### config.mk
export PLATFORM = sky130hd
export DESIGN_NAME = lockstep_top
export DESIGN_NICKNAME = d
export VERILOG_FILES = /design/src/rtl/lockstep_pkg.sv /design/src/rtl/accum_core.sv /design/src/rtl/input_delay_line.sv /design/src/rtl/lockstep_top.sv /design/src/rtl/output_compare.sv /design/src/rtl/shadow_reset_ctrl.sv
export SDC_FILE = /design/constraint.sdc
export NUM_CORES = 1
export LEC_CHECK = 0
export BUFFER_PORTS_ARGS = -buffer_cell sky130_fd_sc_hd__buf_2
export CORE_AREA = 2 2 138 107
export DETAILED_ROUTE_END_ITERATION = 8
export DIE_AREA = 0 0 140 109
export RECOVER_POWER = 100
export SLEW_MARGIN = 10
export SYNTH_ARGS = -nofsm -noshare
export SYNTH_HDL_FRONTEND = slang
export SYNTH_SLANG_ARGS = --single-unit
### constraint.sdc
create_clock -name clk_i -period 2.5 [get_ports clk_i]
set_input_delay 0.625 -clock clk_i [delete_from_list [all_inputs] [get_ports clk_i]]
set_output_delay 0.625 -clock clk_i [all_outputs]
set_load 0.05 [all_outputs]
### src/rtl/lockstep_pkg.sv
// Shared definitions for the lockstep checker.
// Holds the lockstep offsets, datapath widths, the opcode encoding and
// the structs carrying the core inputs and outputs between blocks.

`default_nettype none

package lockstep_pkg;

  //////////////////////////////////////////////////
  // Offsets and widths
  //////////////////////////////////////////////////

  // Shadow core runs this many cycles behind the main core
  localparam int unsigned LOCKSTEP_OFFSET = 2;
  // One extra cycle for the shadow output register
  localparam int unsigned OUTPUTS_OFFSET  = LOCKSTEP_OFFSET + 1;
  localparam int unsigned OFFSET_CNT_W    = (LOCKSTEP_OFFSET > 1) ? $clog2(LOCKSTEP_OFFSET) : 1;

  localparam int unsigned DATA_W = 16;
  localparam int unsigned OP_W   = 3;

  //////////////////////////////////////////////////
  // Opcodes and structs
  //////////////////////////////////////////////////

  // Codes 5 to 7 are illegal
  typedef enum logic [OP_W-1:0] {
    OP_CLR  = 3'd0,
    OP_LOAD = 3'd1,
    OP_ADD  = 3'd2,
    OP_SUB  = 3'd3,
    OP_XOR  = 3'd4
  } op_e;

  typedef struct packed {
    logic              instr_valid;
    op_e               opcode;
    logic [DATA_W-1:0] operand;
  } core_in_t;

  typedef struct packed {
    logic              res_valid;
    logic              illegal;
    logic [DATA_W-1:0] acc;
  } core_out_t;

endpackage

`default_nettype wire

### src/rtl/accum_core.sv
// Small accumulator core, used here as the shadow copy of the main core.
// On each valid instruction the accumulator is updated per the opcode and
// the result flags are registered. Illegal opcodes leave the accumulator alone.

`timescale 1ns/1ps
`default_nettype none

module accum_core (
  input  logic                   clk_i,
  input  logic                   rst_ni,
  input  lockstep_pkg::core_in_t  core_in_i,
  output lockstep_pkg::core_out_t core_out_o
);

  import lockstep_pkg::*;

  logic [DATA_W-1:0] acc_d, acc_q;
  logic              legal;
  logic              res_valid_q;
  logic              illegal_q;

  //////////////////////////////////////////////////
  // Opcode decode
  //////////////////////////////////////////////////

  always_comb begin
    acc_d = acc_q;
    legal = 1'b1;
    unique case (core_in_i.opcode)
      OP_CLR:  acc_d = '0;
      OP_LOAD: acc_d = core_in_i.operand;
      // Add and subtract wrap modulo 2^DATA_W
      OP_ADD:  acc_d = acc_q + core_in_i.operand;
      OP_SUB:  acc_d = acc_q - core_in_i.operand;
      OP_XOR:  acc_d = acc_q ^ core_in_i.operand;
      default: legal = 1'b0;
    endcase
  end

  //////////////////////////////////////////////////
  // State and output registers
  //////////////////////////////////////////////////

  always_ff @(posedge clk_i or negedge rst_ni) begin
    if (!rst_ni) begin
      acc_q       <= '0;
      res_valid_q <= 1'b0;
      illegal_q   <= 1'b0;
    end else if (core_in_i.instr_valid) begin
      if (legal) begin
        acc_q <= acc_d;
      end
      res_valid_q <= legal;
      illegal_q   <= ~legal;
    end else begin
      res_valid_q <= 1'b0;
      illegal_q   <= 1'b0;
    end
  end

  assign core_out_o.res_valid = res_valid_q;
  assign core_out_o.illegal   = illegal_q;
  assign core_out_o.acc       = acc_q;

endmodule

`default_nettype wire

### src/rtl/input_delay_line.sv
// Input delay for the shadow core.
// Shifts the inputs seen by the main core through LOCKSTEP_OFFSET stages so
// the shadow core executes the same history, delayed.

`timescale 1ns/1ps
`default_nettype none

module input_delay_line (
  input  logic                  clk_i,
  input  logic                  rst_ni,
  input  lockstep_pkg::core_in_t core_in_i,
  output lockstep_pkg::core_in_t shadow_in_o
);

  import lockstep_pkg::*;

  // Entry LOCKSTEP_OFFSET-1 is the newest, entry 0 the oldest
  core_in_t [LOCKSTEP_OFFSET-1:0] stage_q;

  always_ff @(posedge clk_i or negedge rst_ni) begin
    if (!rst_ni) begin
      stage_q <= '0;
    end else begin
      for (int unsigned i = 0; i < LOCKSTEP_OFFSET - 1; i++) begin
        stage_q[i] <= stage_q[i+1];
      end
      stage_q[LOCKSTEP_OFFSET-1] <= core_in_i;
    end
  end

  assign shadow_in_o = stage_q[0];

endmodule

`default_nettype wire

### src/rtl/lockstep_top.sv
// Top level of the dual-core lockstep checker.
// Takes the inputs and outputs of an external main core, replays the inputs
// into a delayed shadow accumulator core and raises an alert on divergence.
// alert_minor_o flags an illegal opcode seen by the shadow core.

`timescale 1ns/1ps
`default_nettype none

module lockstep_top (
  input  logic                   clk_i,
  input  logic                   rst_ni,
  input  lockstep_pkg::core_in_t  core_in_i,
  input  lockstep_pkg::core_out_t core_out_i,
  output logic                   alert_major_o,
  output logic                   alert_minor_o
);

  import lockstep_pkg::*;

  logic      shadow_rst_n;
  logic      cmp_en;
  core_in_t  shadow_in;
  core_out_t shadow_out;

  //////////////////////////////////////////////////
  // Reset sequencing
  //////////////////////////////////////////////////

  shadow_reset_ctrl u_reset_ctrl (
    .clk_i        (clk_i),
    .rst_ni       (rst_ni),
    .shadow_rst_no(shadow_rst_n),
    .cmp_en_o     (cmp_en)
  );

  //////////////////////////////////////////////////
  // Input side and shadow core
  //////////////////////////////////////////////////

  input_delay_line u_input_delay (
    .clk_i      (clk_i),
    .rst_ni     (rst_ni),
    .core_in_i  (core_in_i),
    .shadow_in_o(shadow_in)
  );

  // Shadow core runs on the sequenced reset
  accum_core u_shadow_core (
    .clk_i     (clk_i),
    .rst_ni    (shadow_rst_n),
    .core_in_i (shadow_in),
    .core_out_o(shadow_out)
  );

  //////////////////////////////////////////////////
  // Output side
  //////////////////////////////////////////////////

  output_compare u_output_compare (
    .clk_i        (clk_i),
    .rst_ni       (rst_ni),
    .cmp_en_i     (cmp_en),
    .core_out_i   (core_out_i),
    .shadow_out_i (shadow_out),
    .alert_major_o(alert_major_o),
    .alert_minor_o(alert_minor_o)
  );

endmodule

`default_nettype wire

### src/rtl/output_compare.sv
// Output side of the lockstep checker.
// Delays the main core outputs by OUTPUTS_OFFSET cycles, registers the
// shadow core outputs once and compares the two when comparison is enabled.

`timescale 1ns/1ps
`default_nettype none

module output_compare (
  input  logic                   clk_i,
  input  logic                   rst_ni,
  input  logic                   cmp_en_i,
  input  lockstep_pkg::core_out_t core_out_i,
  input  lockstep_pkg::core_out_t shadow_out_i,
  output logic                   alert_major_o,
  output logic                   alert_minor_o
);

  import lockstep_pkg::*;

  // Entry OUTPUTS_OFFSET-1 is the newest main output
  core_out_t [OUTPUTS_OFFSET-1:0] main_q;
  core_out_t                      shadow_q;
  logic                           mismatch;

  //////////////////////////////////////////////////
  // Main output delay
  //////////////////////////////////////////////////

  always_ff @(posedge clk_i or negedge rst_ni) begin
    if (!rst_ni) begin
      main_q <= '0;
    end else begin
      for (int unsigned i = 0; i < OUTPUTS_OFFSET - 1; i++) begin
        main_q[i] <= main_q[i+1];
      end
      main_q[OUTPUTS_OFFSET-1] <= core_out_i;
    end
  end

  //////////////////////////////////////////////////
  // Shadow output register
  //////////////////////////////////////////////////

  // Cleared in reset so no alert can fire before the shadow runs
  always_ff @(posedge clk_i or negedge rst_ni) begin
    if (!rst_ni) begin
      shadow_q <= '0;
    end else begin
      shadow_q <= shadow_out_i;
    end
  end

  // Compare the aligned outputs
  assign mismatch      = (shadow_q != main_q[0]);
  assign alert_major_o = cmp_en_i & mismatch;
  assign alert_minor_o = shadow_q.illegal;

endmodule

`default_nettype wire

### src/rtl/shadow_reset_ctrl.sv
// Reset sequencing for the shadow core.
// Holds the shadow core in reset for LOCKSTEP_OFFSET cycles after the
// main reset is released, then enables the output comparison one cycle later.

`timescale 1ns/1ps
`default_nettype none

module shadow_reset_ctrl (
  input  logic clk_i,
  input  logic rst_ni,
  output logic shadow_rst_no,
  output logic cmp_en_o
);

  import lockstep_pkg::*;

  logic [OFFSET_CNT_W-1:0] cnt_d, cnt_q;
  logic                    rst_set_d, rst_set_q;
  logic                    cmp_en_q;

  // Counter saturates once the offset has elapsed
  assign rst_set_d = (cnt_q == OFFSET_CNT_W'(LOCKSTEP_OFFSET - 1));
  assign cnt_d     = rst_set_d ? cnt_q : (cnt_q + OFFSET_CNT_W'(1));

  always_ff @(posedge clk_i or negedge rst_ni) begin
    if (!rst_ni) begin
      cnt_q     <= '0;
      rst_set_q <= 1'b0;
      cmp_en_q  <= 1'b0;
    end else begin
      cnt_q     <= cnt_d;
      // Shadow reset released synchronously
      rst_set_q <= rst_set_d;
      // Compare starts the cycle after release
      cmp_en_q  <= rst_set_q;
    end
  end

  assign shadow_rst_no = rst_set_q;
  assign cmp_en_o      = cmp_en_q;

endmodule

`default_nettype wire
* Yosys cells after proc, flatten, opt, wreduce, memory -nomap -nowiden *
Cells that the tools add are included.

word-level totals
  register bits after elaboration = 133
  bits of input ports = 40
  output and inout port bits = 2
  word-level logic and storage cells = 44

operators by class
  add/sub/neg operators = 3
  equality and inequality tests = 5
  muxes and demuxes = 5
  bitwise gates (word level) = 3
  reduce and logical (&&, ||, !) cells = 4

operators with widths
  operator               number
  $pmux W16 S5           1
  $ne A18 B18 Y1         1
  $add A16 B16 Y16       1
  $sub A16 B16 Y16       1
  $xor A16 B16 Y16       1
  $eq A3 B2 Y1 const B   2
  $reduce_bool A5 Y1     1
  $reduce_or A5 Y1       1
  $mux W1                4
  $eq A3 B1 Y1 const B   1
  $eq A3 B3 Y1 const B   1
  $logic_not A3 Y1       1
  $reduce_and A3 Y1      1
  $add A1 B1 Y1 const B  1
  $and A1 B1 Y1          1
  $not A1 Y1             1

* Depth between registers and ports, before layout *
  depth after elaboration = 5
  mapped depth = 14
  depth with buffers taken out = 12

* Modules after synthesis *
Synthesis repeated with hierarchy kept, for this count alone.

second synthesis, totals
  cell total of the unflattened synthesis = 448
  area, all modules = 5355.1 µm²

modules (own cells, without submodules)
  module             instances  cells an instance  area each (µm²)  sequential area each (µm²)
  accum_core         1          288                2124.5           450.4
  output_compare     1          96                 2000.7           1801.7
  input_delay_line   1          60                 1151.1           1001.0
  shadow_reset_ctrl  1          4                  78.8             75.1

* Worst setup path after synthesis *
Ideal clock, no wire load.

  path kind = reg-to-reg
  from = register u_input_delay.stage_q, in the netlist u_input_delay.shadow_in_o[17]
  to = register u_shadow_core.acc_q[8]
  library setup time = 0.128 ns
  arrival time = 2.655 ns
  data required time = 2.372 ns
  path slack = -0.283 ns
  stages on the path, launching flop included = 14
  path buffers = 2
  clock period less this slack = 2.783 ns
  cell sequence = dfrtp_1 -> and2b_1 -> buf_4 -> and2_1 -> clkbuf_1 -> a21oi_1 -> xnor2_1 -> ha_1 -> a21o_1 -> and2_4 -> or3_4 -> a31oi_4 -> xor2_1 -> o21ai_0

between the ends
  cells in the longest elaborated chain, start to end = 4
  elaborated cells on any way between the ends = 10
  classes of those cells = 4 x eq/ne; 2 x mux; 4 x reduce/logical

RTL lines
  what                                  RTL line                text
  start: declaration                    input_delay_line.sv:18  core_in_t [LOCKSTEP_OFFSET-1:0] stage_q;
  start signal: indexed assignment      input_delay_line.sv:25  stage_q[i] <= stage_q[i+1];
  start signal: indexed assignment      input_delay_line.sv:27  stage_q[LOCKSTEP_OFFSET-1] <= core_in_i;
  $eq A3 B1 Y1 (tied with other cells)  accum_core.sv:29        unique case (core_in_i.opcode)
  $reduce_or A5 Y1 (no line)            --
  $mux W1                               accum_core.sv:29
  $reduce_and A3 Y1 (no line)           --
  end signal: assignment                accum_core.sv:46        acc_q <= '0;
  end signal: assignment                accum_core.sv:51        acc_q <= acc_d;
  end: declaration                      accum_core.sv:17        logic [DATA_W-1:0] acc_d, acc_q;

Several ways; a longest one is shown, not always the timed one.
A chain may end at the register's enable or synchronous reset.

* Final worst setup path *
  from = register u_input_delay.stage_q, in the netlist u_input_delay.shadow_in_o[3]
  to = register u_shadow_core.acc_q[15]

between the ends
  cells in the longest elaborated chain, start to end = 2
  elaborated cells on any way between the ends = 3
  classes of those cells = 2 x add/sub; 1 x mux

RTL lines
  what                                                         RTL line
  $sub A16 B16 Y16 / $add A16 B16 Y16 (equally long branches)  accum_core.sv:34, accum_core.sv:33
  $pmux W16 S5 (*)                                             accum_core.sv:29

Every way passes the cells marked *; elsewhere a longest branch is shown, timed or not.

==> impl_metrics.py <==
metrics = {
    "setup_path": {
        "cp-end-kind": "flip-flop",
        "crit_slowest_cell": "dfrtp_1",
        "arrival_ns": 2.97,
        "cp-start-kind": "flip-flop",
        "reg2reg_from": "u_input_delay.shadow_in_o[3]",
        "critPathMaxStageDelay_ns": 0.40,
        "rr_endpoint": "u_shadow_core.acc_q[15]",
        "rrSetupSlack_ns": -0.19,
        "crit_path_max_fanout": 3,
        "crit_chain": "nor4_4, buf_4, and3_4, a21oi_2, xnor2_1, ha_1, a2111o_1, a31oi_1, o2bb2ai_2, xnor2_1, o21ai_1",
        "path_common_cell": "xnor2_1",
        "worstRegToRegCells": 11,
        "crit_required_ns": 2.78,
        "critical_path_class": "flip-flop to flip-flop",
    },
    "clock_tree": {
        "clockBufferDepth": 2,
        "clkTransAtPathRegs_ns": 0.06,
        "clkSinkCount": 133,
        "cts-root-buf": "clkbuf_16",
        "ctsHoldBuffers": 0,
        "cts_tree": "yes",
        "clk_latency_ns": 0.41,
        "numCtsBuffers": 17,
        "ctsHtreeMaxLevel": 4,
    },
    "sta": {
        "fin_ws_ns": -0.187,
        "period_share_pct": 107,
        "setup_viol": 11,
        "hold_violations": 0,
        "rsz0062_at_grt": "yes",
        "max_slew_margin_pct": -0.140,
        "fmax_ghz": 0.372,
        "fin_tns_setup_ns": -1.11,
        "final_max_slew_viol_count": 30,
        "clock_skew_ns": 0.00899,
        "worst-slew-pin-transition_ns": 1.50,
        "period_minus_slack_ns": 2.69,
    },
    "floorplanning": {
        "rows": 38,
        "start_util_pct": 38.8,
        "dieWidth_um": 140,
        "core_area_mm2": 0.0140,
        "dieArea_mm2": 0.0153,
        "io_pins": 42,
        "die_h_um": 109,
    },
    "power": {
        "swShare_pct": 30.9,
        "p_leak_nw": 3.22,
        "internal_power_mw": 5.13,
        "p_switching_mw": 2.30,
        "clockPowerShare_pct": 35.2,
        "power.density_mw_per_mm2": 1040,
        "sequentialPowerShare_pct": 36.5,
        "ir_worst_vdd_mv": 0.499,
        "p_comb_share_pct": 28.3,
    },
    "synthesis": {
        "synth_nets": 508,
        "syn_area_mm2": 0.00545,
        "ys.warnings.count": 0,
        "ys_types": 56,
        "synthCells": 451,
        "ys_seq_elements": 133,
        "syn_area_per_cell_um2": 12.1,
        "yosys_most_used_dff": "dfrtp_1",
        "ys_seq_area_share_pct": 61.1,
        "async_flop_share_pct": 100,
        "synth_edf_count": 0,
    },
    "outcome": {
        "violations": "capacitance limit, slew limit, setup timing",
        "status": "finished with violations",
    },
    "grt": {
        "grt_pass1_wl_um": 19800,
        "overflow": 0,
        "antenna_found_initial": 0,
        "grt_pass1_vias": 3708,
        "grt.total_usage_pct": 17.2,
        "grt_max_degree": 58,
    },
    "detailed_routing": {
        "drt_pass1_iterations": 6,
        "vias": 3690,
        "avgRoutedWirePerCell_um": 16.5,
        "drtIter0Drc": 193,
        "ant_nets": 0,
        "vias_per_cell": 4.91,
        "drt-total-wl_um": 12400,
        "drc": 0,
    },
    "cells_and_area": {
        "syn2layout_area_growth_pct": 30.8,
        "fin_area_mm2": 0.00712,
        "layout.nets": 616,
        "drive_above_1_share_pct": 32.2,
        "layout_commonest_cell": "dfrtp_1",
        "mostFrequentLayoutCells": "dfrtp_1, buf_4, buf_2",
        "antenna-diode-count": 0,
    },
    "place": {
        "dp_hpwl_um": 8630,
        "place.gp.congestion": 0.881,
        "port_buffers": 41,
        "postPlaceCellArea_mm2": 0.00622,
    },
    "hold_path": {
        "hp-class": "flip-flop to async pin",
    },
    "job": {
        "cap_violations": 1,
    },
}
## routing by layer
layer / vias up / GRT usage (%) / wire length [um] / part of all wire, %
li1: 1789 / - / - / -
met1: 1787 / 24.8 / 6130 / 49
met2: 105 / 26.2 / 5590 / 45
met3: 9 / 4.39 / 631 / 5.1
met4: 0 / 4.69 / 78 / 0.63
met5: - / 0 / 0 / 0
## Yosys cell counts (all sizes together), types with 6 or more instances
library cell / instances / area share, %
buf: 7 / 0.85
nor2: 23 / 1.6
nand3: 9 / 0.83
a21oi: 28 / 2.7
mux2: 10 / 2.1
nand2: 19 / 1.4
nand4: 6 / 0.69
dfrtp: 133 / 61
xor2: 25 / 4.0
ha: 16 / 3.7
o211ai: 12 / 1.7
inv: 22 / 1.5
nand2b: 8 / 0.92
xnor2: 19 / 3.1
nor4: 6 / 0.80
o21ai: 41 / 3.8
nor2b: 10 / 1.1
clkbuf: 9 / 0.62
## worst max path at each step
stage	startpoint	to	slack, ns
2_1_floorplan	u_input_delay.shadow_in_o[17]	u_shadow_core.acc_q[8]	-0.21
3_3_place_gp	u_input_delay.shadow_in_o[4]	u_shadow_core.acc_q[11]	-0.22
3_5_place_dp	u_input_delay.shadow_in_o[4]	u_shadow_core.acc_q[11]	-0.26
4_1_cts	u_input_delay.shadow_in_o[17]	u_shadow_core.acc_q[11]	-0.19
5_1_grt	u_input_delay.shadow_in_o[3]	u_shadow_core.acc_q[14]	-0.32
6_report	u_input_delay.shadow_in_o[3]	u_shadow_core.acc_q[15]	-0.19
## cell families (layout without fill, tap and decap cells)
logic type	count (synthesis)	in the layout	share of synthesized area [%]
muxes	11	11	2.25
other	1	1	0.0689
DFF	133	133	61.1
AOI/OAI and AO/OA	110	110	13.1
buffers and inverters	38	159	2.99
xor gates and xnor gates	44	44	7.08
and+or+nand+nor	97	97	9.40
adders and majority gates	17	17	4.04
## stage by stage
stage	setup WS, ns	total power [mW]	instances	hold WS, ns	utilization [%]
6_report	-0.187	7.42	752	0.163	50.8
5_1_grt	-0.317	7.80	752	0.208	50.8
4_1_cts	-0.186	7.27	748	0.137	49.9
3_5_place_dp	-0.264	4.51	708	0.165	44.4
3_3_place_gp	-0.220	4.47	708	0.166	44.4
2_1_floorplan	-0.209	3.77	451	0.234	-
## layout make-up
cell class	count	area, um2
repair buffers	105	691
multi-input cells	280	2180
clock buffers	22	474
clock inverters	10	143
flip-flops and latches	133	3330
inverters	22	82.6
well taps	180	225
fillers	1229	6900
## power groups by stage
stage	Clock [mW]	Combinational, mW	Sequential [mW]
finish	2.61	2.10	2.71
global placement	0	1.75	2.72
global route	2.76	2.28	2.75
CTS	2.66	1.90	2.70
floorplan	0	1.13	2.63
detailed placement	0	1.78	2.74
## registers in the layout, indices dropped and copies added, names as in the netlist
name / count
u_output_compare.main_q: 54
u_input_delay.shadow_in_o: 20
u_input_delay.stage_q: 20
u_output_compare.shadow_q: 17
u_shadow_core.acc_q: 16
u_output_compare.alert_minor_o: 1
u_reset_ctrl.cmp_en_o: 1
u_reset_ctrl.cnt_q: 1
u_reset_ctrl.shadow_rst_no: 1
u_shadow_core.illegal_q: 1
u_shadow_core.res_valid_q: 1
## worst max-delay path: cells and delay by family, from the launching register on
| kind | cells | cell delay, ns |
|---|---|---|
| xor gates and xnor gates | 2 | 0.37 |
| adders and majority gates | 1 | 0.30 |
| and+or+nand+nor | 2 | 0.52 |
| buffers and inverters | 1 | 0.17 |
| AOI/OAI and AO/OA | 5 | 0.80 |
| DFF | 1 | 0.40 |
## repair_timing
action                     in CTS  in global routing
hold endpoints to repair        0                  0
gates cloned                    0                  0
pin swaps                      14                 25
resized for setup              22                 29
setup endpoints to repair      11                 12
buffers inserted                8                  4
Note: power is estimated with default switching activity, not from simulation.
